## config.mk

```make
export PLATFORM = sky130hd
export DESIGN_NAME = fetch_unit
export DESIGN_NICKNAME = d
export VERILOG_FILES = /design/src/fetch_pkg.sv /design/src/fetch_unit.sv
export SDC_FILE = /design/constraint.sdc
export NUM_CORES = 1
export LEC_CHECK = 0
export BUFFER_PORTS_ARGS = -buffer_cell sky130_fd_sc_hd__buf_2
export CORE_MARGIN = 1.5
export CORE_UTILIZATION = 35
export CTS_BUF_LIST = sky130_fd_sc_hd__clkbuf_4 sky130_fd_sc_hd__clkbuf_8
export DETAILED_ROUTE_END_ITERATION = 8
export PLACE_DENSITY_LB_ADDON = 0.05
export REMOVE_ABC_BUFFERS = 1
export SLEW_MARGIN = 10
export SYNTH_ARGS = -nofsm -noshare
export SYNTH_HDL_FRONTEND = slang
export SYNTH_SLANG_ARGS = --single-unit
```

## constraint.sdc

```tcl
create_clock -name clk -period 7.94 [get_ports clk]
set_clock_uncertainty 0.1 [all_clocks]
set_input_delay 1.588 -clock clk [delete_from_list [all_inputs] [get_ports clk]]
set_output_delay 1.588 -clock clk [all_outputs]
set_load 0.01 [all_outputs]
```

## src/fetch_pkg.sv

```systemverilog
package fetch_pkg;

	// ******************************
	// widths and address layout
	// ******************************

	localparam int ADDR_W = 64;
	localparam int INST_W = 32;
	// one memory word holds two instructions
	localparam int WORD_W = 64;
	localparam int WORD_OFS_W = 3;
	localparam logic [ADDR_W-1:0] RESET_PC = 64'h0000_0000_8000_0000;

	// direct-mapped icache, one word per line
	localparam int IC_LINES = 16;
	localparam int IC_IDX_W = $clog2(IC_LINES);
	localparam int IC_TAG_W = ADDR_W - IC_IDX_W - WORD_OFS_W;

	// backing memory, 0x8000_0000 .. 0x8000_07ff
	localparam int MEM_WORDS = 256;
	localparam int MEM_IDX_W = $clog2(MEM_WORDS);
	// grant to rvalid, in cycles
	localparam int MEM_LATENCY = 2;
	localparam int LAT_CNT_W = $clog2(MEM_LATENCY + 1);

	// predecode class of the presented instruction
	typedef enum logic [1:0] {
		CLS_SEQ,
		CLS_BRANCH,
		CLS_JAL
	} inst_class_e;

	// icache controller
	typedef enum logic {
		IC_LOOKUP,
		IC_REFILL
	} icache_state_e;

	// ******************************
	// address helpers
	// ******************************

	function automatic logic [IC_IDX_W-1:0] ic_index(input logic [ADDR_W-1:0] addr);
		return addr[WORD_OFS_W +: IC_IDX_W];
	endfunction

	function automatic logic [IC_TAG_W-1:0] ic_tag(input logic [ADDR_W-1:0] addr);
		return addr[ADDR_W-1 -: IC_TAG_W];
	endfunction

	// drop the byte offset inside the word
	function automatic logic [ADDR_W-1:0] word_addr(input logic [ADDR_W-1:0] addr);
		return {addr[ADDR_W-1:WORD_OFS_W], {WORD_OFS_W{1'b0}}};
	endfunction

	function automatic logic [MEM_IDX_W-1:0] mem_index(input logic [ADDR_W-1:0] addr);
		return addr[WORD_OFS_W +: MEM_IDX_W];
	endfunction

endpackage

```

## src/fetch_unit.sv

```systemverilog
`timescale 1ns/1ps

module fetch_unit (
	input  logic                         clk,
	input  logic                         rst,
	input  logic                         redirect,
	input  logic [fetch_pkg::ADDR_W-1:0] redirect_pc,
	input  logic                         inst_ready,
	input  logic                         fetch_rsp_valid,
	input  logic [fetch_pkg::INST_W-1:0] fetch_rsp_inst,
	output logic                         inst_valid,
	output logic [fetch_pkg::INST_W-1:0] inst,
	output logic [fetch_pkg::ADDR_W-1:0] inst_pc,
	output logic                         fetch_req,
	output logic [fetch_pkg::ADDR_W-1:0] fetch_pc,
	output logic                         fetch_kill
);
	import fetch_pkg::*;

	// address of the request in flight
	logic [ADDR_W-1:0] pc;
	logic [ADDR_W-1:0] pc_next;
	logic boot;
	logic booted;
	logic accept;

	inst_class_e cls;
	logic [ADDR_W-1:0] imm_b;
	logic [ADDR_W-1:0] imm_j;
	logic [ADDR_W-1:0] pred_pc;

	// ******************************
	// boot pulse
	// ******************************

	// single cycle, one cycle after rst falls
	always_ff @(posedge clk) begin
		if (rst) begin
			booted <= 1'b0;
			boot <= 1'b0;
		end else begin
			booted <= 1'b1;
			boot <= ~booted;
		end
	end

	// ******************************
	// predecode of the presented inst
	// ******************************

	always_comb begin
		cls = CLS_SEQ;
		if (inst[6:0] == 7'b1101111) begin
			cls = CLS_JAL;
		end else if (inst[6:0] == 7'b1100011 && inst[14:13] != 2'b01) begin
			// beq bne blt bge bltu bgeu, funct3 010/011 unused
			cls = CLS_BRANCH;
		end
	end

	// sign extended immediates
	assign imm_b = {{(ADDR_W-12){inst[31]}}, inst[7], inst[30:25], inst[11:8], 1'b0};
	assign imm_j = {{(ADDR_W-20){inst[31]}}, inst[19:12], inst[20], inst[30:21], 1'b0};

	// static prediction, backward branch taken
	always_comb begin
		case (cls)
			CLS_JAL: pred_pc = inst_pc + imm_j;
			CLS_BRANCH: pred_pc = imm_b[ADDR_W-1] ? inst_pc + imm_b : inst_pc + 64'd4;
			default: pred_pc = inst_pc + 64'd4;
		endcase
	end

	// ******************************
	// next pc and fetch request
	// ******************************

	assign accept = inst_valid & inst_ready;

	// redirect overrides any prediction
	always_comb begin
		if (redirect) begin
			pc_next = redirect_pc;
		end else if (accept) begin
			pc_next = pred_pc;
		end else begin
			pc_next = pc;
		end
	end

	// one outstanding request, next one goes out on acceptance
	assign fetch_req = boot | redirect | accept;
	assign fetch_pc = pc_next;
	// drop whatever the cache still owes us
	assign fetch_kill = redirect;

	always_ff @(posedge clk) begin
		if (rst) begin
			pc <= RESET_PC;
		end else if (fetch_req) begin
			pc <= pc_next;
		end
	end

	// ******************************
	// output stage to decode
	// ******************************

	always_ff @(posedge clk) begin
		if (rst) begin
			inst_valid <= 1'b0;
		end else if (redirect) begin
			// old path gone, response of this cycle too
			inst_valid <= 1'b0;
		end else if (fetch_rsp_valid) begin
			inst_valid <= 1'b1;
		end else if (accept) begin
			inst_valid <= 1'b0;
		end
	end

	// response only lands in an empty stage
	always_ff @(posedge clk) begin
		if (fetch_rsp_valid && !redirect) begin
			inst <= fetch_rsp_inst;
			inst_pc <= pc;
		end
	end

endmodule

```

; Word level (Yosys, flattened, before mapping)
; Index checks and enable logic that the tools add are counted.
[word_totals]
in_bits = 101
wordCells = 32
regBits = 163
out_inout_bits = 163
[op_classes]
reduce_logical = 5
eq_ne = 5
addsub = 3
muxes = 9
bitwise = 4
[ops]
columns = operator, count
row1 = 64-bit two-way mux, 3
row2 = 64-bit adder, 2
row3 = 64-bit case mux with 2 select lines, 1
row4 = "64-bit by 3-bit adder with 64-bit output, second input constant", 1
row5 = "7-bit == test, second input constant", 2
row6 = 1-bit two-way mux, 4
row7 = "2-bit by 1-bit == test with 1-bit output, second input constant", 1
row8 = "2-bit == test, second input constant", 1
row9 = 1-bit logical AND, 2
row10 = 2-bit two-way mux, 1
row11 = "2-bit by 1-bit != test with 1-bit output, second input constant", 1
row12 = 1-bit OR, 2
row13 = 2-bit nonzero test, 1
row14 = 2-bit OR reduction, 1
row15 = 1-bit AND, 1
row16 = 1-bit logical NOT, 1
row17 = 1-bit inverter, 1

; Longest topological paths before layout
[logic_depth]
word_depth = 8
mapped_depth = 12

; Worst setup path before layout
; OpenSTA, ideal clock, no wires.
[synth_timing]
kind = input -> register
startpoint = input port redirect
endpoint = register inst[0] (netlist name), enable pin
setup_ps = 561
required_time_ps = 7279
t_arrival_ps = 6390
path_stages = 4
path_buffers = 3
slack_ps = 889
cell_sequence = clkbuf_1 -> clkbuf_1 -> buf_1 -> nor2b_1
[synth_between]
elab_chain_cells = 2
[synth_lines]
columns = item, line
row1 = "start, declared", fetch_unit.sv:6  ; input logic redirect,
row2 = 1-bit logical NOT, fetch_unit.sv:124  ; if (fetch_rsp_valid && !redirect) begin
row3 = 1-bit logical AND, fetch_unit.sv:124
row4 = "end signal, assigned", fetch_unit.sv:125  ; inst <= fetch_rsp_inst;
row5 = "end, declared", fetch_unit.sv:12  ; output logic [fetch_pkg::INST_W-1:0] inst,
; No other way between the ends.
; A chain may end at the register's enable or synchronous reset.

; Worst setup path in the final report
[layout_timing]
startpoint = register inst[31] (netlist name)
endpoint = output port fetch_pc[28] (netlist name)
[layout_between]
elab_chain_cells = 5
elab_cells_between_ends = 6
classes_between = add/sub (2) / mux (4)
[layout_lines]
columns = item, line
row1 = 64-bit adder, fetch_unit.sv:69  ; CLS_BRANCH: pred_pc = imm_b[ADDR_W-1] ? inst_pc + imm_b : inst_pc + 64'd4;
row2 = 64-bit two-way mux, fetch_unit.sv:69
row3 = 64-bit case mux with 2 select lines *, fetch_unit.sv:67  ; case (cls)
row4 = 64-bit two-way mux *, fetch_unit.sv:84  ; end else if (accept) begin
row5 = 64-bit two-way mux *, fetch_unit.sv:82  ; if (redirect) begin
row6 = "end, declared", fetch_unit.sv:15  ; output logic [fetch_pkg::ADDR_W-1:0] fetch_pc,
; Every way passes the cells marked *; elsewhere a longest branch is shown, timed or not.

==> qor.txt <==
STATUS
---------------------------------------------------------------------------------------
Result of the run ........................................................ complete, no violations

POWER AND IR DROP
---------------------------------------------------------------------------------------
Seq pwr share ............................................................        38.3%
Worst vdd ir .............................................................       135 uV
Combinational group share of total power .................................        34.9%
Clk pwr share ............................................................        26.8%
Switch Pwr ...............................................................      1.10 mW
Leakage component of the power ...........................................      6.59 nW
Power per cell area ......................................................  154 nW/um^2
Switching portion of total power .........................................        41.7%
Int Power ................................................................      1.53 mW

CLOCK TREE
---------------------------------------------------------------------------------------
Clock slew at the register clock pins of the worst setup and hold paths ..      0.12 ns
Post-CTS setup buffer count ..............................................            0
TritonCTS buffer count ...................................................           17
CTS Sinks ................................................................          163
Clock Tree Buf Depth .....................................................            2
Clock latency on the worst-skew pair .....................................      0.60 ns
CTS tree .................................................................          yes
Count of cells resized by post-cts repair ................................            0
Number of buffers inserted by hold repair at cts .........................            0
Depth of the CTS H-tree ..................................................            4
CTS root buf ............................................................. sky130_fd_sc_hd__clkbuf_8

DRT
---------------------------------------------------------------------------------------
Detail Route Antenna Nets ................................................            0
Number of violations reported at the end of detailed-routing iteration 0 .         1429
Post-DR vias/cell ........................................................         6.32
DRC violations left ......................................................            0
Post-Route M1 WL .........................................................      33.2 mm
DRT Wirelength ...........................................................      74.8 mm
Per-cell routed wire length ..............................................      28.3 um
Met3 Wirelength ..........................................................      4.53 mm
Top routing layer in use .................................................         met4
Total length of routed met2 wires ........................................      34.4 mm
Routed via count .........................................................        16700
Pre-Repair DR Iteration Count ............................................            7

SETUP PATH
---------------------------------------------------------------------------------------
Number of buffers and inverters on the critical path .....................            2
Critical path class ......................................................      reg2out
Required time at the endpoint of the critical path .......................      6.25 ns
Nature of the critical path startpoint ...................................         flop
Worst Setup End Kind .....................................................   output pin
Worst reg2reg setup slack ................................................      2.91 ns
Critical-path cell with the highest stage delay .......................... sky130_fd_sc_hd__edfxtp_1
Critical Path Max Stage Delay ............................................      1.03 ns
Critical-path cell list .................................................. buf_4, ha_1, nand4_1, nor3_1, nand2_1, a211oi_2, nor2_1, o21ai_0, xor2_1, a221oi_1, nor2_1, buf_2
Max Fanout on Critical Path ..............................................           17
Most common cell type on the critical path ............................... sky130_fd_sc_hd__nor2_1
Arrival @ worst endpoint .................................................      5.51 ns
Gate family responsible for the most delay along the worst path .......... compound AO/OA/AOI/OAI gates

LOGIC SYNTHESIS
---------------------------------------------------------------------------------------
Sequential fraction of the synthesis area ................................        28.5%
Yosys warns ..............................................................            0
EDFF count, synth ........................................................           96
Avg Synthesized Cell Area ................................................    7.85 um^2
Number of instances in the synthesized netlist ...........................         1886
Share of flip-flops with an asynchronous set or reset ....................           0%
Post-synthesis cell type count ...........................................           86
Cell type with the largest total area after synthesis .................... sky130_fd_sc_hd__edfxtp_1
Post-Synthesis Cell Area .................................................   14800 um^2
Primary flip-flop cell chosen by synthesis mapping ....................... sky130_fd_sc_hd__edfxtp_1
Area share of the largest cell type after synthesis ......................        19.5%
Largest cells by area after synthesis .................................... sky130_fd_sc_hd__edfxtp_1, sky130_fd_sc_hd__dfxtp_1, sky130_fd_sc_hd__a21oi_1, sky130_fd_sc_hd__ha_1, sky130_fd_sc_hd__o21ai_0
Number of synthesized register bits ......................................          163

LAYOUT
---------------------------------------------------------------------------------------
Layout-stage area growth over the synthesis result .......................        15.2%
Diodes inserted ..........................................................            0
Total number of nets in the final design .................................         2264
Utilization of the core after routing ....................................        40.8%
Fraction of layout cells with a size suffix above 1 ......................        17.7%
Post-route design area ...................................................   17100 um^2
Final instance count without filler cells ................................         2637

PLACE
---------------------------------------------------------------------------------------
Number of placed cells counting well taps ................................         2605
Instance area at placement ...............................................   16600 um^2
Detailed placer's ending HPWL ............................................      57.3 mm
Weighted congestion at the end of routability-driven global placement ....         1.03
Count of input and output buffers ........................................          263

STA
---------------------------------------------------------------------------------------
Worst-case hold slack ....................................................     0.285 ns
Final clock period utilization by the worst path .........................        90.7%
FMAX .....................................................................    0.139 GHz
Number of pins with negative max-slew slack in the final report ..........            0
Transition time at the pin with the least slew margin ....................      1.22 ns
Aggregate negative setup slack ...........................................         0 ns
Final hold viol count ....................................................            0
Final Setup Violations ...................................................            0
Worst-case headroom to the max-slew limit ................................        17.9%
Setup repair after global routing missed its margin ......................        false
Shortest period the worst path allows ....................................      7.20 ns

GRT
---------------------------------------------------------------------------------------
Global-route congestion overflow total ...................................            0
Number of global-route vias before repair ................................        16000
Largest net degree at the start of global routing ........................           61
Total track usage ........................................................        34.0%
Global-route wire length before repair ...................................       109 mm
Antenna violations before repair .........................................            0

HOLD PATH
---------------------------------------------------------------------------------------
Path type of the worst min-delay path ....................................      reg2reg

FLOORPLAN
---------------------------------------------------------------------------------------
Io pins ..................................................................          264
Overall die area .........................................................   43500 um^2
Core Footprint ...........................................................   41900 um^2
Chip Height ..............................................................       209 um
Die X-Extent .............................................................       209 um
Initial Util .............................................................        35.4%
Site Rows ................................................................           75

RUN
---------------------------------------------------------------------------------------
Number of max-cap violations .............................................            0

[placed cells by master, fill, tap and decap left out, types with 17 or more instances in the layout]
master,count
sky130_fd_sc_hd__o211ai_1,23
sky130_fd_sc_hd__edfxtp_1,96
sky130_fd_sc_hd__or3_1,28
sky130_fd_sc_hd__nand4_1,61
sky130_fd_sc_hd__clkbuf_8,17
sky130_fd_sc_hd__a211oi_1,30
sky130_fd_sc_hd__xnor2_1,62
sky130_fd_sc_hd__buf_2,262
sky130_fd_sc_hd__ha_1,76
sky130_fd_sc_hd__buf_4,34
sky130_fd_sc_hd__and3_1,33
sky130_fd_sc_hd__o21ai_0,158
sky130_fd_sc_hd__a221oi_1,21
sky130_fd_sc_hd__nor2_1,136
sky130_fd_sc_hd__xor2_1,56
sky130_fd_sc_hd__a21o_1,27
sky130_fd_sc_hd__dfxtp_1,67
sky130_fd_sc_hd__nand3_1,55
sky130_fd_sc_hd__a31oi_1,18
sky130_fd_sc_hd__a21oi_1,192
sky130_fd_sc_hd__inv_1,29
sky130_fd_sc_hd__nand2_1,203
sky130_fd_sc_hd__o221ai_1,17
sky130_fd_sc_hd__and4_1,21
sky130_fd_sc_hd__o31ai_1,21
sky130_fd_sc_hd__and2_1,53
sky130_fd_sc_hd__nor3_1,51
sky130_fd_sc_hd__o21a_1,18
[layer usage]
metal,global-route usage (%),vias up
met1,45.6,8246
met4,13.4,0
met3,4.82,115
li1,-,7596
met2,55.1,700
met5,0,-
[metrics by stage]
step / worst slack [ns] / power, mW
after floorplan: 1.42 / 1.56
after global placement: 1.59 / 1.92
after detailed placement: 1.44 / 1.92
after CTS: 0.785 / 2.63
after global routing: 0.531 / 2.74
final: 0.740 / 2.63
[registers in the layout, summed over array words and instances (netlist names)]
name and cells:
inst_pc 64, pc 64, inst 32, booted 1, boot 1, inst_valid 1
[layout make-up]
class | instances | area [um^2]
tap | 539 | 674
inverter | 30 | 113
clock inverter | 15 | 213
timing repair buffer | 297 | 1590
fill | 4528 | 24800
sequential | 163 | 4220
clock buffer | 17 | 234
multi-input combinational | 1576 | 10000
[cells in the mapped netlist (23+ instances only)]
cell / instances
sky130_fd_sc_hd__nand2_1: 205
sky130_fd_sc_hd__nand3_1: 55
sky130_fd_sc_hd__nand4_1: 61
sky130_fd_sc_hd__ha_1: 76
sky130_fd_sc_hd__a211oi_1: 30
sky130_fd_sc_hd__nor2_1: 137
sky130_fd_sc_hd__xor2_1: 56
sky130_fd_sc_hd__o21ai_0: 159
sky130_fd_sc_hd__nor3_1: 51
sky130_fd_sc_hd__or3_1: 28
sky130_fd_sc_hd__dfxtp_1: 67
sky130_fd_sc_hd__and2_1: 55
sky130_fd_sc_hd__and3_1: 33
sky130_fd_sc_hd__a21oi_1: 192
sky130_fd_sc_hd__inv_1: 30
sky130_fd_sc_hd__o211ai_1: 23
sky130_fd_sc_hd__edfxtp_1: 96
sky130_fd_sc_hd__xnor2_1: 62
sky130_fd_sc_hd__clkbuf_1: 84
sky130_fd_sc_hd__a21o_1: 27
[cells by family (layout without fill, tap and decap cells)]
logic type      after synthesis  in the layout  synth area share, %
buf+inv                     147            359                 4.01
flops                       163            163                 28.5
compound gates              670            670                 29.4
mux                          13             13                0.904
xor+xnor                    118            118                 6.98
simple gates                697            697                 23.5
fa+ha+maj                    78             78                 6.69
[power groups by stage]
stage	Sequential [mW]	Clock [mW]	Combinational, mW
after floorplan	1.02	0	0.536
after global placement	1.02	0	0.901
after detailed placement	1.03	0	0.894
after CTS	1.01	0.728	0.900
after global routing	1.01	0.747	0.983
final	1.01	0.704	0.918
[worst paths after layout]
kind | start | to | cells after the start
worst max-delay path | inst[31] | fetch_pc[28] | 12
worst min-delay path | booted | boot | 1
worst max register to register | inst[31] | pc[28] | 11
worst min register to register | booted | boot | 1
[worst register-to-register path: stages (launching register included)]
cell and delay (ns):
sky130_fd_sc_hd__edfxtp_1 1.03, sky130_fd_sc_hd__buf_4 0.37, sky130_fd_sc_hd__ha_1 0.29, sky130_fd_sc_hd__nand4_1 0.19
sky130_fd_sc_hd__nor3_1 0.21, sky130_fd_sc_hd__nand2_1 0.13, sky130_fd_sc_hd__a211oi_2 0.84, sky130_fd_sc_hd__nor2_1 0.32
sky130_fd_sc_hd__o21ai_0 0.68, sky130_fd_sc_hd__xor2_1 0.18, sky130_fd_sc_hd__a221oi_1 0.46, sky130_fd_sc_hd__nor3_1 0.10
(Power assumes the default switching activity.)
