**config.mk**
```make
export PLATFORM = sky130hd
export DESIGN_NAME = icache_flat
export DESIGN_NICKNAME = d
export VERILOG_FILES = /design/src/fetch_pkg.sv /design/src/mem_bus_if.sv /design/src/icache.sv /design/src/flat_wrapper.sv
export SDC_FILE = /design/constraint.sdc
export NUM_CORES = 2
export LEC_CHECK = 0
export ABC_AREA = 0
export BUFFER_PORTS_ARGS = -buffer_cell sky130_fd_sc_hd__buf_4
export CORE_AREA = 3 3 460 462
export CTS_CLUSTER_SIZE = 20
export DETAILED_ROUTE_END_ITERATION = 12
export DIE_AREA = 0 0 463 465
export PLACE_DENSITY_LB_ADDON = 0.1
export SYNTH_ARGS = -nofsm -noshare
export SYNTH_HDL_FRONTEND = slang
export SYNTH_SLANG_ARGS = --single-unit
export TNS_END_PERCENT = 10
```
**constraint.sdc**
```tcl
create_clock -name clk -period 9.63 [get_ports clk]
set_input_delay 0.963 -clock clk [delete_from_list [all_inputs] [get_ports clk]]
set_output_delay 0.963 -clock clk [all_outputs]
set_load 0.01 [all_outputs]
```
**src/fetch_pkg.sv**
```systemverilog
package fetch_pkg;

	// ******************************
	// widths and address layout
	// ******************************

	localparam int ADDR_W = 64;
	localparam int INST_W = 32;
	// one memory word holds two instructions
	localparam int WORD_W = 64;
	localparam int WORD_OFS_W = 3;
	localparam logic [ADDR_W-1:0] RESET_PC = 64'h0000_0000_8000_0000;

	// direct-mapped icache, one word per line
	localparam int IC_LINES = 16;
	localparam int IC_IDX_W = $clog2(IC_LINES);
	localparam int IC_TAG_W = ADDR_W - IC_IDX_W - WORD_OFS_W;

	// backing memory, 0x8000_0000 .. 0x8000_07ff
	localparam int MEM_WORDS = 256;
	localparam int MEM_IDX_W = $clog2(MEM_WORDS);
	// grant to rvalid, in cycles
	localparam int MEM_LATENCY = 2;
	localparam int LAT_CNT_W = $clog2(MEM_LATENCY + 1);

	// predecode class of the presented instruction
	typedef enum logic [1:0] {
		CLS_SEQ,
		CLS_BRANCH,
		CLS_JAL
	} inst_class_e;

	// icache controller
	typedef enum logic {
		IC_LOOKUP,
		IC_REFILL
	} icache_state_e;

	// ******************************
	// address helpers
	// ******************************

	function automatic logic [IC_IDX_W-1:0] ic_index(input logic [ADDR_W-1:0] addr);
		return addr[WORD_OFS_W +: IC_IDX_W];
	endfunction

	function automatic logic [IC_TAG_W-1:0] ic_tag(input logic [ADDR_W-1:0] addr);
		return addr[ADDR_W-1 -: IC_TAG_W];
	endfunction

	// drop the byte offset inside the word
	function automatic logic [ADDR_W-1:0] word_addr(input logic [ADDR_W-1:0] addr);
		return {addr[ADDR_W-1:WORD_OFS_W], {WORD_OFS_W{1'b0}}};
	endfunction

	function automatic logic [MEM_IDX_W-1:0] mem_index(input logic [ADDR_W-1:0] addr);
		return addr[WORD_OFS_W +: MEM_IDX_W];
	endfunction

endpackage

```
**src/mem_bus_if.sv**
```systemverilog
`timescale 1ns/1ps

interface mem_bus_if;
	import fetch_pkg::*;

	// request side, held until gnt
	logic req;
	logic we;
	logic [ADDR_W-1:0] addr;
	logic [WORD_W-1:0] wdata;

	// memory side
	// gnt is a one-cycle pulse, rvalid comes MEM_LATENCY cycles later for reads
	logic gnt;
	logic rvalid;
	logic [WORD_W-1:0] rdata;

	modport requester (
		output req,
		output we,
		output addr,
		output wdata,
		input  gnt,
		input  rvalid,
		input  rdata
	);

	modport memory (
		input  req,
		input  we,
		input  addr,
		input  wdata,
		output gnt,
		output rvalid,
		output rdata
	);

endinterface

```
**src/icache.sv**
```systemverilog
`timescale 1ns/1ps

module icache (
	input  logic                         clk,
	input  logic                         rst,
	input  logic                         fetch_req,
	input  logic [fetch_pkg::ADDR_W-1:0] fetch_pc,
	input  logic                         fetch_kill,
	input  logic [fetch_pkg::ADDR_W-1:0] store_addr,
	input  logic                         store_done,
	output logic                         fetch_rsp_valid,
	output logic [fetch_pkg::INST_W-1:0] fetch_rsp_inst,
	mem_bus_if.requester                 refill
);
	import fetch_pkg::*;

	// line storage
	logic [WORD_W-1:0] data_q [IC_LINES];
	logic [IC_TAG_W-1:0] tag_q [IC_LINES];
	logic [IC_LINES-1:0] valid_q;

	icache_state_e state;
	// request that came in while refilling
	logic pend_valid;
	logic [ADDR_W-1:0] pend_pc;
	// refill in progress
	logic [ADDR_W-1:0] rf_pc;
	logic rf_live;
	logic rf_inval;
	logic req_q;

	logic lk_req;
	logic [ADDR_W-1:0] lk_pc;
	logic [WORD_W-1:0] lk_word;
	logic lk_hit;
	logic miss;
	logic fill;
	logic st_clear;
	logic st_on_lk;
	logic st_on_rf;

	// ******************************
	// lookup, same cycle as request
	// ******************************

	// new request wins over a parked one
	assign lk_req = (state == IC_LOOKUP) & (fetch_req | (pend_valid & ~fetch_kill));
	assign lk_pc = fetch_req ? fetch_pc : pend_pc;
	assign lk_word = data_q[ic_index(lk_pc)];
	assign lk_hit = valid_q[ic_index(lk_pc)] && (tag_q[ic_index(lk_pc)] == ic_tag(lk_pc));
	assign miss = lk_req & ~lk_hit;
	assign fill = (state == IC_REFILL) & refill.rvalid;

	// store checks
	assign st_clear = store_done && (tag_q[ic_index(store_addr)] == ic_tag(store_addr));
	assign st_on_lk = store_done && (word_addr(store_addr) == word_addr(lk_pc));
	assign st_on_rf = store_done && (word_addr(store_addr) == word_addr(rf_pc));

	// refill is always a word read
	assign refill.req = req_q;
	assign refill.we = 1'b0;
	assign refill.addr = word_addr(rf_pc);
	assign refill.wdata = '0;

	// ******************************
	// controller
	// ******************************

	always_ff @(posedge clk) begin
		if (rst) begin
			state <= IC_LOOKUP;
			req_q <= 1'b0;
			rf_live <= 1'b0;
			rf_inval <= 1'b0;
			pend_valid <= 1'b0;
			fetch_rsp_valid <= 1'b0;
		end else begin
			fetch_rsp_valid <= 1'b0;
			case (state)
				IC_LOOKUP: begin
					// parked request is served or killed here
					pend_valid <= 1'b0;
					if (lk_req && lk_hit) begin
						fetch_rsp_valid <= 1'b1;
					end else if (miss) begin
						state <= IC_REFILL;
						req_q <= 1'b1;
						rf_live <= 1'b1;
						rf_inval <= st_on_lk;
					end
				end
				IC_REFILL: begin
					if (refill.gnt) begin
						req_q <= 1'b0;
					end
					// killed refill still lands in the array
					if (fetch_kill) begin
						rf_live <= 1'b0;
					end
					if (st_on_rf) begin
						rf_inval <= 1'b1;
					end
					if (fetch_req) begin
						pend_valid <= 1'b1;
					end else if (fetch_kill) begin
						pend_valid <= 1'b0;
					end
					if (refill.rvalid) begin
						state <= IC_LOOKUP;
						fetch_rsp_valid <= rf_live & ~fetch_kill;
					end
				end
				default: state <= IC_LOOKUP;
			endcase
		end
	end

	// valid bits, store clear beats refill set
	always_ff @(posedge clk) begin
		if (rst) begin
			valid_q <= '0;
		end else begin
			if (fill && !rf_inval && !st_on_rf) begin
				valid_q[ic_index(rf_pc)] <= 1'b1;
			end
			if (st_clear) begin
				valid_q[ic_index(store_addr)] <= 1'b0;
			end
		end
	end

	// payload and arrays
	always_ff @(posedge clk) begin
		if (miss) begin
			rf_pc <= lk_pc;
		end
		if (state == IC_REFILL && fetch_req) begin
			pend_pc <= fetch_pc;
		end
		if (fill) begin
			data_q[ic_index(rf_pc)] <= refill.rdata;
			tag_q[ic_index(rf_pc)] <= ic_tag(rf_pc);
			fetch_rsp_inst <= rf_pc[2] ? refill.rdata[63:32] : refill.rdata[31:0];
		end else if (lk_req) begin
			// pc bit 2 picks the half
			fetch_rsp_inst <= lk_pc[2] ? lk_word[63:32] : lk_word[31:0];
		end
	end

endmodule

```
**src/flat_wrapper.sv**
```systemverilog
// flat-port wrapper written by rule: the top's interface ports become plain ports
module icache_flat import fetch_pkg::*;
  (clk, rst, fetch_req, fetch_pc, fetch_kill, store_addr, store_done, fetch_rsp_valid, fetch_rsp_inst, refill_req, refill_we, refill_addr, refill_wdata, refill_gnt, refill_rvalid, refill_rdata);
  mem_bus_if refill_i ();
  input  logic clk;
  input  logic rst;
  input  logic fetch_req;
  input  logic [fetch_pkg::ADDR_W-1:0] fetch_pc;
  input  logic fetch_kill;
  input  logic [fetch_pkg::ADDR_W-1:0] store_addr;
  input  logic store_done;
  output logic fetch_rsp_valid;
  output logic [fetch_pkg::INST_W-1:0] fetch_rsp_inst;
  output wire logic [$bits(refill_i.req)-1:0] refill_req;
  output wire logic [$bits(refill_i.we)-1:0] refill_we;
  output wire logic [$bits(refill_i.addr)-1:0] refill_addr;
  output wire logic [$bits(refill_i.wdata)-1:0] refill_wdata;
  input wire logic [$bits(refill_i.gnt)-1:0] refill_gnt;
  input wire logic [$bits(refill_i.rvalid)-1:0] refill_rvalid;
  input wire logic [$bits(refill_i.rdata)-1:0] refill_rdata;
  assign refill_req = refill_i.req;
  assign refill_we = refill_i.we;
  assign refill_addr = refill_i.addr;
  assign refill_wdata = refill_i.wdata;
  assign refill_i.gnt = refill_gnt;
  assign refill_i.rvalid = refill_rvalid;
  assign refill_i.rdata = refill_rdata;
  icache u_core (.clk(clk), .rst(rst), .fetch_req(fetch_req), .fetch_pc(fetch_pc), .fetch_kill(fetch_kill), .store_addr(store_addr), .store_done(store_done), .fetch_rsp_valid(fetch_rsp_valid), .fetch_rsp_inst(fetch_rsp_inst), .refill(refill_i));
endmodule
```
Word level (Yosys, flattened, before mapping)
Memories as Yosys holds them, arrays and structs flattened.
Cells that the tools add are included.
{ "word_totals": {"regBits": 182, "ram_bits": 1936, "inputBits": 199, "elab_cells": 90, "memories": 2} }
{ "op_classes": {"order_cmp": 5, "n_eq_ne": 10, "n_mux": 35, "bitwise": 12, "n_reduce_logical": 16} }
{ "memory_table": {"columns": ["memory", "depth", "width", "rd", "rd_clocked_by_memory_dff", "write_ports", "line_no", "rtl"], "rows": [
  ["u_core.data_q", 16, 64, 1, 0, 1, "icache.sv:18", "logic [WORD_W-1:0] data_q [IC_LINES];"],
  ["u_core.tag_q", 16, 57, 2, 0, 1, "icache.sv:19", "logic [IC_TAG_W-1:0] tag_q [IC_LINES];"]
]} }
{ "op_table": {"columns": ["cell", "count"], "rows": [
  ["32-bit two-way mux", 4],
  ["61-bit == test", 2],
  ["57-bit == test", 2],
  ["64-bit two-way mux", 1],
  ["16-bit two-way mux", 3],
  ["1-bit two-way mux", 18],
  ["16-bit AND", 1],
  ["16-bit NOT", 1],
  ["16-bit bitwise OR", 1],
  ["4-bit by 5-bit less-than comparator with 1-bit output (second input constant)", 3],
  ["1-bit one-hot mux with 2 select lines", 6],
  ["1-bit logical AND", 10],
  ["3-bit AND reduction", 3],
  ["1-bit demux with 4-bit select", 2],
  ["4-bit by 1-bit greater-or-equal comparator with 1-bit output (second input constant)", 2],
  ["2-bit inequality test (second input constant)", 4],
  ["1-bit AND", 5],
  ["1-bit binary-select mux with 4-bit select", 1],
  ["3-bit inequality test (second input constant)", 1],
  ["1-bit NOT", 3],
  ["1-bit logical NOT", 2],
  ["2-bit by 1-bit inequality test with 1-bit output (second input constant)", 1],
  ["2-bit nonzero test", 1],
  ["1-bit bitwise OR", 1]
]} }

Logic depth before layout (Yosys ltp)
{ "logic_depth": {"depth_word": 9, "ltp_mapped": 18, "ltp_nobuf": 11} }

Worst setup path before layout
Ideal clock, no wire load.
{ "synth_path": {"path_type": "in2reg", "start": "input refill_rvalid", "end": "memory u_core.data_q[4][0], enable pin", "arrival_time_ps": 6466, "required_ps": 9027, "path_slack_ps": 2561, "path_stages": 3, "n_path_buf": 0, "path_cell_list": "nand2_1 -> or3_1 -> nor2_1"} }
{ "synth_via": {"elab_chain_cells": 3} }
{ "synth_rtl": {"columns": ["element", "line_no", "rtl"], "rows": [
  ["from (decl)", "flat_wrapper.sv:19", "input wire logic [$bits(refill_i.rvalid)-1:0] refill_rvalid;"],
  ["1-bit AND", "icache.sv:52", "assign fill = (state == IC_REFILL) & refill.rvalid;"],
  ["1-bit two-way mux", "icache.sv:140", "if (fill) begin"],
  ["1-bit two-way mux (not written as such)", "icache.sv:141", "data_q[ic_index(rf_pc)] <= refill.rdata;"],
  ["to (decl)", "icache.sv:18", null]
]} }
No other way between the ends.

Final worst setup path
{ "layout_path": {"start": "register u_core.pend_pc[4]", "end": "register u_core.rf_pc[37], enable pin"} }
{ "layout_via": {"elab_chain_cells": 6, "word_cells_on_any_way": 8} }
{ "layout_rtl": {"columns": ["element", "line_no", "rtl"], "rows": [
  ["from (decl)", "icache.sv:25", "logic [ADDR_W-1:0] pend_pc;"],
  ["from (signal assigned)", "icache.sv:138", "pend_pc <= fetch_pc;"],
  ["64-bit two-way mux *", "icache.sv:48", "assign lk_pc = fetch_req ? fetch_pc : pend_pc;"],
  ["memory 16 x 57 bit / 1-bit binary-select mux with 4-bit select (equally long branches)", null, null],
  ["57-bit == test / 1-bit two-way mux (equally long branches)", "icache.sv:50", "assign lk_hit = valid_q[ic_index(lk_pc)] && (tag_q[ic_index(lk_pc)] == ic_tag(lk_pc));"],
  ["1-bit logical AND *", "icache.sv:50", null],
  ["1-bit NOT *", "icache.sv:51", "assign miss = lk_req & ~lk_hit;"],
  ["1-bit AND *", "icache.sv:51", null],
  ["via u_core.miss", "icache.sv:36", "logic miss;"],
  ["to (signal assigned)", "icache.sv:135", "rf_pc <= lk_pc;"],
  ["to (decl)", "icache.sv:27", "logic [ADDR_W-1:0] rf_pc;"]
]} }
Mark *: on every way through the listed nets, which the timed path passes. The rest lies on a longest branch. The select of a mux whose other input is x is not followed.
A chain may end at the register's enable or synchronous reset.

==> results.ini <==
[power_and_ir_drop]
finalPower_mw=20.6
seqPwrFrac_pct=50.4
leakagePower_nw=35.4
p_switching_mw=5.06
ir_drop_mv=0.176
p_clk_share_pct=40.2
power.density_nw_per_um2=196
p_int_mw=15.5
switching_share_pct=24.5
share_comb_of_total_power_pct=9.4

[worst_setup_path]
cp.arrival_ns=6.88
start_kind=register
crit_type=reg -> reg
cp-end-kind=register
setup.worst_path.start=u_core.pend_pc[4]
r2r-start=u_core.pend_pc[4]
cp_max_fo=44
required_ns=10.16
r2r_slack_ns=3.29

[logic_synthesis]
yosys.area.top_type=edfxtp_1
synth.most_common_cell=edfxtp_1
avgSynthCellArea_um2=14.5
synth_edf_count=2092
ys_top_cells_by_area=edfxtp_1 (67%), mux4_2 (9.3%), nand2_1 (5.8%), nand3_1 (3.7%), mux2i_1 (2.4%)
ys_ff_latch=2114
syn_inst=6434
synth_top_area_share_pct=67.4
async_reset_ff_share_pct=0
ys_seq_area_share_pct=67.9
yosysWarnings=0
synth-main-ff-cell=edfxtp_1
syn-cell-area_um2=93200
synthTopCellsByCount=edfxtp_1 (2092), nand2_1 (1435), nand3_1 (681)
ys_types=69

[detailed_routing]
wl_met3_um=23800
drtIter0Drc=7006
drt-pass1-iter-count=6
wl_per_cell_um=32.0
wirelength_met1_um=124000
via_count=58668
wl_met2_um=147000
highest_layer=met5
ant_nets=0
avgViaCountPerCell=6.12
drc=0
finalWirelength_um=307000

[clock_tree]
clock_sinks=2114
cts_tree=yes
htreeDepth=4
postCtsSetupBuffers=0
clk_pin_slew_ns=0.06
cts_inserted_buffers=224
cts_hold_repair.buffers=0
cts-resized-gates=0
clkLatencyLatePin_ns=0.88
clk_path_buf_depth=3
root_buffer=clkbuf_16

[global_route]
track_usage_pct=27.9
grt_pass1_wl_um=430000
antenna_found_initial=17
grt_pass1_vias=56378
grt_max_degree=153
grt-ovfl-total=0

[timing]
worst_pin_slew_ns=1.85
hold_viol=0
layout_setup_ws_ns=3.29
finalCriticalPeriod_ns=6.34
finalSetupViolations=0
tns_ns=0
rsz0062_at_grt=no
slew_headroom_pct=-23.6
finalClockSkew_ns=0.0327
min_period_over_period_pct=65.9
finalMaxSlewViolations=76
max_freq_mhz=158

[run_status]
violations=max-slew violations
status=complete, but fails checks

[hold_path]
hold_start=fetch_pc[8]
hp-class=in -> reg

[die]
die-height_um=465
die_area_um2=215000
core_area_um2=207000
start_util_pct=44.9
ios=362
die_w_um=463
rows=167

[placement]
gp_congestion=0.946
port_buffers=288
hpwl_um=173000
pre_cts_slack_ns=2.62

[finish]
drive_gt1_share_pct=17.0
area_delta_synth_final_pct=12.6
fin_util_pct=50.6
final_nets=6806

[flow_run]
cap_violations=0

[path summary, 6_finish.rpt]
| check | to | cells after the start |
|---|---|---|
| max | u_core.rf_pc[37] | 13 |
| min | u_core.pend_pc[8] | 1 |
| min reg2reg | u_core.rf_live | 2 |
| max reg2reg | u_core.rf_pc[37] | 13 |
[registers in the layout (all words and copies together), names as in the netlist]
name,cells
u_core.tag_q,912
u_core.state,1
u_core.fetch_rsp_valid,1
u_core.pend_valid,1
u_core.valid_q,16
u_core.rf_pc,62
u_core.pend_pc,62
u_core.data_q,1024
u_core.rf_inval,1
u_core.rf_live,1
u_core.refill.req,1
u_core.fetch_rsp_inst,32
[cell usage in the layout, fill, tap and decap left out, types with 6 or more instances in the layout]
cell type	n
mux2i_1	219
a31oi_1	45
edfxtp_1	2092
o21bai_1	16
o221ai_1	15
xor2_1	17
a221oi_1	9
nand3_1	681
bufinv_16	11
dfxtp_1	22
nor2_1	38
nand2_1	1434
diode_2	10
nor4_1	23
nor3_1	12
conb_1	68
clkinv_1	51
a311oi_1	162
buf_4	401
mux4_2	384
inv_1	75
a32oi_1	18
buf_12	24
nor2_4	24
and3_1	76
a22o_1	8
a21oi_1	79
xnor2_1	205
a211oi_1	33
clkbuf_1	69
o21ai_0	8
nand4_1	80
a22oi_1	17
clkbuf_16	226
o22ai_1	15
clkinv_2	38
or3_1	6
[per-stage QoR]
step	cell area (µm²)	hold WS, ns	cells
floorplan	93400	0.437	6501
global placement	97900	0.444	9169
detailed placement	97900	0.467	9169
CTS	105000	0.208	9584
global route	105000	0.236	9587
finish	105000	0.277	9594
[logic make-up (layout without fill, tap and decap cells)]
family / after synthesis / count (layout) / share of synthesized area (%)
multiplexers: 614 / 614 / 11.8
AND/OR/NAND/NOR: 2396 / 2396 / 11.2
AO/OA/AOI/OAI: 460 / 460 / 3.76
other: 1 / 78 / 0.00403
XOR/XNOR: 222 / 222 / 2.09
flip-flops: 2114 / 2114 / 67.9
buffers and inverters: 627 / 922 / 3.29
[critical path, stage by stage (launching register included)]
cell and delay (ns):
edfxtp_1 0.41, mux2i_4 0.54, inv_8 0.35, nor2_4 0.83, buf_4 0.41, nand3_1 0.12
nand4_1 0.23, o22ai_1 0.11, a2111oi_0 0.70, and4_1 0.34, nand4_1 0.34, o31ai_4 0.63
inv_4 0.43, buf_4 0.47
[layer usage]
metal | up-vias | global-route usage [%]
met5 | - | 0
met4 | 4 | 10.5
met3 | 510 | 4.47
met2 | 2855 | 45.3
met1 | 30467 | 38.1
li1 | 24832 | -
[cell type report]
cell class	count	area, µm²
Antenna cell	10	25.0
Fill cell	17537	103000
Clock inverter	115	983
Multi-Input combinational cell	3760	27300
Clock buffer	300	5980
Sequential cell	2114	63300
Timing Repair Buffer	427	3520
Inverter	80	334
Tap cell	2788	3490
[power groups by stage]
stage	clock (mW)	sequential [mW]	combinational (mW)
2_1_floorplan	0	10.5	1.12
3_3_place_gp	0	10.6	1.93
3_5_place_dp	0	10.6	1.93
4_1_cts	8.42	10.4	1.94
5_1_grt	8.81	10.4	2.05
6_report	8.29	10.4	1.94
No activity file was read; power rests on OpenSTA's default activity.
