**config.mk**
```make
export PLATFORM = sky130hd
export DESIGN_NAME = mem_arbiter_flat
export DESIGN_NICKNAME = d
export VERILOG_FILES = /design/src/fetch_pkg.sv /design/src/mem_bus_if.sv /design/src/mem_arbiter.sv /design/src/flat_wrapper.sv
export SDC_FILE = /design/constraint.sdc
export NUM_CORES = 1
export LEC_CHECK = 0
export BUFFER_PORTS_ARGS = -buffer_cell sky130_fd_sc_hd__buf_2
export CAP_MARGIN = 20
export CORE_AREA = 2 2 232 234
export DETAILED_ROUTE_END_ITERATION = 8
export DIE_AREA = 0 0 234 236
export SETUP_SLACK_MARGIN = 0.5
export SKIP_LAST_GASP = 1
export SYNTH_ARGS = -nofsm -noshare
export SYNTH_HDL_FRONTEND = slang
export SYNTH_SLANG_ARGS = --single-unit
```
**constraint.sdc**
```tcl
create_clock -name clk -period 0.95 [get_ports clk]
set_input_delay 0.0475 -clock clk [delete_from_list [all_inputs] [get_ports clk]]
set_output_delay 0.0475 -clock clk [all_outputs]
set_load 0.01 [all_outputs]
```
**src/fetch_pkg.sv**
```systemverilog
package fetch_pkg;

	// ******************************
	// widths and address layout
	// ******************************

	localparam int ADDR_W = 64;
	localparam int INST_W = 32;
	// one memory word holds two instructions
	localparam int WORD_W = 64;
	localparam int WORD_OFS_W = 3;
	localparam logic [ADDR_W-1:0] RESET_PC = 64'h0000_0000_8000_0000;

	// direct-mapped icache, one word per line
	localparam int IC_LINES = 16;
	localparam int IC_IDX_W = $clog2(IC_LINES);
	localparam int IC_TAG_W = ADDR_W - IC_IDX_W - WORD_OFS_W;

	// backing memory, 0x8000_0000 .. 0x8000_07ff
	localparam int MEM_WORDS = 256;
	localparam int MEM_IDX_W = $clog2(MEM_WORDS);
	// grant to rvalid, in cycles
	localparam int MEM_LATENCY = 2;
	localparam int LAT_CNT_W = $clog2(MEM_LATENCY + 1);

	// predecode class of the presented instruction
	typedef enum logic [1:0] {
		CLS_SEQ,
		CLS_BRANCH,
		CLS_JAL
	} inst_class_e;

	// icache controller
	typedef enum logic {
		IC_LOOKUP,
		IC_REFILL
	} icache_state_e;

	// ******************************
	// address helpers
	// ******************************

	function automatic logic [IC_IDX_W-1:0] ic_index(input logic [ADDR_W-1:0] addr);
		return addr[WORD_OFS_W +: IC_IDX_W];
	endfunction

	function automatic logic [IC_TAG_W-1:0] ic_tag(input logic [ADDR_W-1:0] addr);
		return addr[ADDR_W-1 -: IC_TAG_W];
	endfunction

	// drop the byte offset inside the word
	function automatic logic [ADDR_W-1:0] word_addr(input logic [ADDR_W-1:0] addr);
		return {addr[ADDR_W-1:WORD_OFS_W], {WORD_OFS_W{1'b0}}};
	endfunction

	function automatic logic [MEM_IDX_W-1:0] mem_index(input logic [ADDR_W-1:0] addr);
		return addr[WORD_OFS_W +: MEM_IDX_W];
	endfunction

endpackage

```
**src/mem_bus_if.sv**
```systemverilog
`timescale 1ns/1ps

interface mem_bus_if;
	import fetch_pkg::*;

	// request side, held until gnt
	logic req;
	logic we;
	logic [ADDR_W-1:0] addr;
	logic [WORD_W-1:0] wdata;

	// memory side
	// gnt is a one-cycle pulse, rvalid comes MEM_LATENCY cycles later for reads
	logic gnt;
	logic rvalid;
	logic [WORD_W-1:0] rdata;

	modport requester (
		output req,
		output we,
		output addr,
		output wdata,
		input  gnt,
		input  rvalid,
		input  rdata
	);

	modport memory (
		input  req,
		input  we,
		input  addr,
		input  wdata,
		output gnt,
		output rvalid,
		output rdata
	);

endinterface

```
**src/mem_arbiter.sv**
```systemverilog
`timescale 1ns/1ps

module mem_arbiter (
	input logic clk,
	input logic rst,
	mem_bus_if.memory store_port,
	mem_bus_if.memory refill_port,
	mem_bus_if.requester mem
);

	// 0 store, 1 refill
	logic sel;
	// read outstanding, owner gets rvalid
	logic busy;
	logic owner;

	// ******************************
	// fixed priority, store first
	// ******************************

	assign sel = ~store_port.req;

	// nothing new while a read is out
	assign mem.req = ~busy & (store_port.req | refill_port.req);
	assign mem.we = sel ? refill_port.we : store_port.we;
	assign mem.addr = sel ? refill_port.addr : store_port.addr;
	assign mem.wdata = sel ? refill_port.wdata : store_port.wdata;

	// grant back to the winner only
	assign store_port.gnt = mem.gnt & ~sel;
	assign refill_port.gnt = mem.gnt & sel;

	// read data back to whoever was granted
	assign store_port.rvalid = mem.rvalid & ~owner;
	assign refill_port.rvalid = mem.rvalid & owner;
	assign store_port.rdata = mem.rdata;
	assign refill_port.rdata = mem.rdata;

	always_ff @(posedge clk) begin
		if (rst) begin
			busy <= 1'b0;
			owner <= 1'b0;
		end else if (mem.gnt && !mem.we) begin
			busy <= 1'b1;
			owner <= sel;
		end else if (mem.rvalid) begin
			busy <= 1'b0;
		end
	end

endmodule

```
**src/flat_wrapper.sv**
```systemverilog
// flat-port wrapper written by rule: the top's interface ports become plain ports
module mem_arbiter_flat 
  (clk, rst, store_port_req, store_port_we, store_port_addr, store_port_wdata, store_port_gnt, store_port_rvalid, store_port_rdata, refill_port_req, refill_port_we, refill_port_addr, refill_port_wdata, refill_port_gnt, refill_port_rvalid, refill_port_rdata, mem_req, mem_we, mem_addr, mem_wdata, mem_gnt, mem_rvalid, mem_rdata);
  mem_bus_if store_port_i ();
  mem_bus_if refill_port_i ();
  mem_bus_if mem_i ();
  input logic clk;
  input logic rst;
  input wire logic [$bits(store_port_i.req)-1:0] store_port_req;
  input wire logic [$bits(store_port_i.we)-1:0] store_port_we;
  input wire logic [$bits(store_port_i.addr)-1:0] store_port_addr;
  input wire logic [$bits(store_port_i.wdata)-1:0] store_port_wdata;
  output wire logic [$bits(store_port_i.gnt)-1:0] store_port_gnt;
  output wire logic [$bits(store_port_i.rvalid)-1:0] store_port_rvalid;
  output wire logic [$bits(store_port_i.rdata)-1:0] store_port_rdata;
  input wire logic [$bits(refill_port_i.req)-1:0] refill_port_req;
  input wire logic [$bits(refill_port_i.we)-1:0] refill_port_we;
  input wire logic [$bits(refill_port_i.addr)-1:0] refill_port_addr;
  input wire logic [$bits(refill_port_i.wdata)-1:0] refill_port_wdata;
  output wire logic [$bits(refill_port_i.gnt)-1:0] refill_port_gnt;
  output wire logic [$bits(refill_port_i.rvalid)-1:0] refill_port_rvalid;
  output wire logic [$bits(refill_port_i.rdata)-1:0] refill_port_rdata;
  output wire logic [$bits(mem_i.req)-1:0] mem_req;
  output wire logic [$bits(mem_i.we)-1:0] mem_we;
  output wire logic [$bits(mem_i.addr)-1:0] mem_addr;
  output wire logic [$bits(mem_i.wdata)-1:0] mem_wdata;
  input wire logic [$bits(mem_i.gnt)-1:0] mem_gnt;
  input wire logic [$bits(mem_i.rvalid)-1:0] mem_rvalid;
  input wire logic [$bits(mem_i.rdata)-1:0] mem_rdata;
  assign store_port_i.req = store_port_req;
  assign store_port_i.we = store_port_we;
  assign store_port_i.addr = store_port_addr;
  assign store_port_i.wdata = store_port_wdata;
  assign store_port_gnt = store_port_i.gnt;
  assign store_port_rvalid = store_port_i.rvalid;
  assign store_port_rdata = store_port_i.rdata;
  assign refill_port_i.req = refill_port_req;
  assign refill_port_i.we = refill_port_we;
  assign refill_port_i.addr = refill_port_addr;
  assign refill_port_i.wdata = refill_port_wdata;
  assign refill_port_gnt = refill_port_i.gnt;
  assign refill_port_rvalid = refill_port_i.rvalid;
  assign refill_port_rdata = refill_port_i.rdata;
  assign mem_req = mem_i.req;
  assign mem_we = mem_i.we;
  assign mem_addr = mem_i.addr;
  assign mem_wdata = mem_i.wdata;
  assign mem_i.gnt = mem_gnt;
  assign mem_i.rvalid = mem_rvalid;
  assign mem_i.rdata = mem_rdata;
  mem_arbiter u_core (.clk(clk), .rst(rst), .store_port(store_port_i), .refill_port(refill_port_i), .mem(mem_i));
endmodule
```
# Yosys cells after proc, flatten, opt, wreduce, memory -nomap -nowiden
# Cells that the tools add are included.
[op_classes] muxes=5 bitwise_logic=9 reduce_logical=3
[op_table] operator="64-bit two-way mux" n=2
[op_table] operator="1-bit bitwise AND" n=5
[op_table] operator="1-bit two-way mux" n=3
[op_table] operator="1-bit inverter" n=3
[op_table] operator="2-bit nonzero test" n=1
[op_table] operator="1-bit logical AND" n=1
[op_table] operator="1-bit logical NOT" n=1
[op_table] operator="1-bit bitwise OR" n=1
[word_totals] inputBits=328 out_inout_bits=262 wordCells=19 reg_bits=2

# Logic depth before layout (Yosys ltp)
# Gate-level depths: netlist of run 1.
[logic_depth] word_depth=4 ltp_mapped=5 ltp_nobuf=2

# Worst setup path before layout of run 1
# Ideal clock, no wire load.
[synth_timing] kind="input to output" from="input store_port_req" to="output mem_addr[0]" path_buffers=3 arrival_ns=0.768 stages=4 required_time_ns=0.902 slack_ns=0.134 path_cell_list="buf_6 > buf_6 > buf_6 > mux2_4"
[synth_via] elab_chain_len=1
[synth_rtl] element="from (decl)" line="flat_wrapper.sv:9" source="input wire logic [$bits(store_port_i.req)-1:0] store_port_req;"
[synth_rtl] element="64-bit two-way mux" line="mem_arbiter.sv:26" source="assign mem.addr = sel ? refill_port.addr : store_port.addr;"
[synth_rtl] element="to (decl)" line="flat_wrapper.sv:25" source="output wire logic [$bits(mem_i.addr)-1:0] mem_addr;"
# Every way passes these cells.

# Final worst setup path of run 1
[layout_timing] from="input store_port_req" to="output mem_addr[27]"
# The elaborated chain is that of the path after synthesis.

==> metrics.txt, run 1 <==
status=finished, violations left; failing checks=setup timing; sequential element share of the synthesized area=0.01366; Max Used Layer=met5; DR vias=3316; routed len/inst=between 10 and 15 um; static leakage=3.100 nW; min Tclk post-route=about 1.0 ns; maxcap violations=0; commonest cells after routing, fill and taps aside=buf_2 (316), mux2_4 (110), buf_6 (86); placed inst area=4938 um^2; Netlist cell types=14; die area=~55000 um^2; commonest non-fill, non-tap cell in the layout=buf_2; met2 WL=around 6.6 mm; worst-case clock buffer depth=2; DP Wirelength=around 13 mm; area of the multi-input gates=between 1500 and 2000 um^2; RSZ-0062 raised after global routing=true; worst-path cell chain=buf_16 -> buf_12 -> clkbuf_16 -> mux2_4 -> buf_2; DR DRC count=0; fin crit share=1.073; CTS tree=built; number of fillers in the final layout=around 6100; Chip Width=approximately 230 um; antenna violations before repair=0; wire length on met1=6.710 mm; Worst EP required=0.90 ns; Final Net Count=909; drt total wl=around 16 mm; layout cell share with drive strength beyond 1=0.9914; Worst Path Arrival=~0.97 ns; clock slew at reported path FFs=~0.030 ns; Initial Util=0.05524; vias per inst=between 2 and 3; Ys Warns=0; CTS sink cnt=2; Cell Count, Final, Fillers Out=roughly 1300; Post-Synthesis Cell Area=around 3000 um^2; Largest stage delay, worst path=around 0.29 ns; DRT antenna net count=0; met3 WL=about 3.0 mm; CTS root buf=clkbuf_16; initial DRC count=130; crit path capture type=output port; Max IR drop VDD=between 0.6 and 0.7 mV; FF+latch area=about 45 um^2; hold slack=0.06057 ns; Buffers & Inverters on Critical Path=4; htree depth=1; Slew headroom=0.8550; worst skew pair latency=between 0.2 and 0.25 ns; Pre-antenna DRT Iters=6; row cnt=85; Die Span Y=approximately 240 um; core footprint=approximately 53000 um^2; final setup fails=approximately 120; CP Launch Type=input pin; hold buffer count at cts=0; f_max=0.9812 GHz; Worst path slowest cell=mux2_4; CP Class=in -> out; min-delay worst type=in -> reg; largest net degree at the start of global routing=13; P&R area growth vs syn=107.1%; Final Hold Fails=0; CTS buffer count=3; clock skew=0 ns; CP delay by family, top=buffers and inverters; GRT Util Overall=0.05100; post-synthesis sequential element count=2; CP max FO=8; Cells after Synth=~290; grt ovf=0; Final Slew Violations=0; number of global-route vias before repair=3209; Final WS setup=-0.06917 ns; Avg Inst Size Synth=between 10 and 15 um^2; Finished Cell Area=6071 um^2; Post-Syn Nets=616; Ports=590; gpl congestion=just under 0.9; placed insts=1263; port bufs=between 300 and 400; pre-CTS setup slack=-0.1602 ns; Slew @ Worst Pin=about 0.22 ns; final setup TNS=-3.183 ns; pwr/cell area=a little under 600 nW/um^2; first-pass GRT wire length=approximately 20 mm
[cell families after synthesis]
| family | Yosys count | share of synthesized area |
|---|---|---|
| flops | 2 | 0.01366 |
| simple gates | 10 | 0.02049 |
| mux | 129 | 0.5826 |
| compound gates | 2 | 0.008108 |
| buf+inv | 145 | 0.3752 |
[routing by layer]
metal	vias up	track usage
met1	1471	0.06463
li1	1447	-
met5	-	0.007143
met2	392	0.07437
met4	2	0.003452
met3	4	0.03276
[worst paths after layout]
check	end	slack, ns	cells after the start	from
worst max-delay path	mem_addr[27]	-0.07	5	store_port_req
worst min-delay path	u_core.owner	0.06	2	rst
worst max register to register	u_core.owner	0.18	2	u_core.owner
worst min register to register	u_core.busy	0.49	2	u_core.busy
[power breakdown]
| part | leakage [nW] | switching (mW) | internal, mW | total (mW) |
|---|---|---|---|---|
| combinational | 3.05 | 1.05 | 1.82 | 2.87 |
| sequential | 0.0175 | 0.00476 | 0.0883 | 0.0931 |
| clock | 0.0370 | 0.0903 | 0.535 | 0.625 |
[metrics by stage]
step / power [mW] / utilization
finish: 3.587 / 0.1144
global placement: 2.270 / 0.09306
detailed placement: 2.279 / 0.09306
floorplan: 1.746 / -
global route: 3.814 / 0.1143
CTS: 3.537 / 0.1113
[sequential cells by signal, summed over array words and instances, names as in the netlist]
signal / count
u_core.owner: 1
u_core.busy: 1
[area by class of cell]
class	count	share of cell area
Inverter	2	0.001237
Multi-Input combinational cell	141	0.3293
Timing Repair Buffer	431	0.5058
Tap cell	696	0.1434
Antenna cell	1	0.0004122
Clock buffer	3	0.01237
Sequential cell	2	0.007420
[timing repair]
action | 4_1_cts | 5_1_grt
setup buffers | 1 | 2
cloned | 4 | 2
endpoints found under the setup margin | 136 | 136
resized for setup | 163 | 18
pin swaps | 0 | 1
[cell usage after synthesis]
library cell  count  area, um^2
buf_6             9       101.4
a2111oi_2         1       15.01
inv_1             2       7.510
nor2b_1           3       18.77
mux2_4           68        1021
nand2b_1          2       12.51
mux2_2           61       686.9
buf_2             6       30.03
buf_4           128       960.9
o32ai_1           1       8.760
dfxtp_1           2       40.04
and2_1            2       12.51
nor2_1            2       7.510
and3b_1           1       8.760
[worst reg2reg max path, delay by kind of cell, from the launching register on]
kind / cells / cell delay, ns
buffers and inverters: 1 / 0.05
DFF: 1 / 0.37
AOI/OAI and AO/OA: 1 / 0.26
Power figures use the tool's default switching activity.
==> inputs of run 2 (changes only) <==
--- a/config.mk
+++ b/config.mk
@@ -7,9 +7,12 @@
 export LEC_CHECK = 0
 export BUFFER_PORTS_ARGS = -buffer_cell sky130_fd_sc_hd__buf_2
 export CAP_MARGIN = 20
-export CORE_AREA = 2 2 232 234
+export CELL_PAD_IN_SITES_DETAIL_PLACEMENT = 0
+export CELL_PAD_IN_SITES_GLOBAL_PLACEMENT = 1
+export CORE_AREA = 2 2 228 230
 export DETAILED_ROUTE_END_ITERATION = 8
-export DIE_AREA = 0 0 234 236
+export DIE_AREA = 0 0 230 232
+export PLACE_DENSITY_LB_ADDON = 0.1
 export SETUP_SLACK_MARGIN = 0.5
 export SKIP_LAST_GASP = 1
 export SYNTH_ARGS = -nofsm -noshare
==> run 2 against run 1 <==
  * The flow now finishes without violations
  * Cell area increased by 2.8%
  * Utilization increased by 0.83 points
  * First-iteration DRC count decreased by 83%
  * Final cell count decreased by 1.4%
==> metrics.txt, run 2 (synthesis results as in run 1) <==
status=complete, no violations; gpl congestion=about 0.7; FF-to-FF setup slack=0.08 ns; CP Launch Type=register; die area=around 53000 um^2; crit path capture type=output port; commonest cells after routing, fill and taps aside=buf_2 (295), mux2_4 (120), buf_6 (108); first-pass GRT wire length=roughly 22 mm; Design Power=approximately 3.7 mW; DR vias=3189; Final Net Count=between 900 and 1000; CTS sink cnt=2; Pre-antenna DRT Iters=4; worst r2r src=u_core.owner; static leakage=roughly 3.2 nW; P&R area growth vs syn=113.0%; fin crit share=0.9870; placed inst area=roughly 4900 um^2; row cnt=83; Slew @ Worst Pin=~0.23 ns; GRT Util Overall=0.05562; CTS root buf=clkbuf_16; DP Wirelength=roughly 14 mm; Reg2Reg Depth=3; placed insts=roughly 1200; Max IR drop VDD=0.5333 mV; number of global-route vias before repair=roughly 3300; HP Start=rst; met2 Resource Use GR=0.1042; area of the multi-input gates=between 2000 and 2500 um^2; min Tclk post-route=about 0.94 ns; vias per inst=about 2.5; Worst R2R End=u_core.owner; min-delay worst type=in -> reg; Ports=590; CTS buffer count=3; Worst EP required=0.90 ns; RSZ-0062 raised after global routing=true; Finished Cell Area=between 6000 and 7000 um^2; gr busiest metal=met2; Final Slew Violations=0; Slew headroom=0.8497; worst skew pair latency=approximately 0.22 ns; Initial Util=0.05761; DRT antenna net count=0; Final Hold Fails=0; Worst Path Arrival=approximately 0.89 ns; biggest registers after layout=u_core.busy (1), u_core.owner (1); htree depth=1; met3 usage=0.03463; Cell Count, Final, Fillers Out=1258; drt total wl=around 16 mm; FF+latch area=between 40 and 50 um^2; f_max=1.067 GHz; clock slew at reported path FFs=0.03 ns; core footprint=around 51000 um^2; number of fillers in the final layout=between 5000 and 6000; port bufs=397; maxcap violations=0; CP max FO=2; Hold Path Cell Cnt=2; CTS tree=built; largest net degree at the start of global routing=25; CP Class=reg -> out; commonest non-fill, non-tap cell in the layout=buf_2; layout cell share with drive strength beyond 1=0.9931; Chip Width=~230 um; hold endpoint=u_core.owner; Die Span Y=around 230 um; grt met1 use=0.05230; routed len/inst=13.08 um; pwr/cell area=587.5 nW/um^2; clock skew=0 ns; ant diodes=0; worst-case clock buffer depth=2; final setup fails=0; grt ovf=0; DR DRC count=0; antenna violations before repair=1; initial DRC count=22
==> run 2: cell count changes in the layout (fill, tap and decap cells not counted), moves of 2 or more <==
cell,previous run,this run
buf_12,4,6
buf_16,6,9
buf_2,316,295
buf_6,86,108
buf_8,13,8
mux2_2,19,9
mux2_4,110,120
==> run 2: where the power goes <==
| part | internal [mW] | switching [mW] |
|---|---|---|
| Combinational | 1.92 | 1.03 |
| Clock | 0.535 | 0.0898 |
| Sequential | 0.0903 | 0.00386 |
| Total | 2.55 | 1.12 |
==> run 2: area by class of cell <==
type | count | share of cell area
Multi-Input combinational cell | 141 | 0.3267
Sequential cell | 2 | 0.006814
Tap cell | 680 | 0.1363
Clock buffer | 3 | 0.01202
Inverter | 2 | 0.001202
Timing Repair Buffer | 430 | 0.5170
==> run 2: metal layers <==
metal  wire, um  share of wire  vias to the layer above
met3       2471           0.15                        6
met1       5471           0.33                     1370
met2       8381           0.51                      369
met4        131         0.0080                        0
met5          0              0                        -
li1           -              -                     1444
==> run 2: how the worst max path moves through the flow <==
stage | start | cells past startpoint | endpoint
6_report | u_core.owner | 3 | refill_port_rvalid
3_5_place_dp | store_port_req | 4 | mem_addr[62]
3_3_place_gp | store_port_req | 4 | mem_addr[62]
5_1_grt | u_core.owner | 3 | refill_port_rvalid
4_1_cts | store_port_req | 5 | mem_addr[30]
2_1_floorplan | store_port_req | 4 | mem_addr[0]
==> run 2: worst max-delay path, stage by stage, from the launching register on <==
cell and delay [ns]:
dfxtp_2 0.32, buf_6 0.12, and2_4 0.13, buf_6 0.11
==> run 2: timing repair <==
| item | CTS | global route |
|---|---|---|
| setup endpoints to repair | 136 | 136 |
| gates resized for setup | 179 | 43 |
| gates cloned | 6 | 1 |
| hold buffers | 0 | 0 |
| setup buffers | 5 | 3 |
| pin swaps | 1 | 1 |
==> run 2: stage by stage <==
step	hold slack (ns)	setup TNS [ns]	setup slack, ns	util
finish	0.04963	0	0.01239	0.1227
global route	0.06031	-0.1290	-0.01328	0.1227
global placement	0.09510	-20.77	-0.2190	0.09562
floorplan	0.1164	0	0.1519	-
detailed placement	0.09510	-21.94	-0.2289	0.09562
CTS	0.03726	-0.08137	-0.009381	0.1178
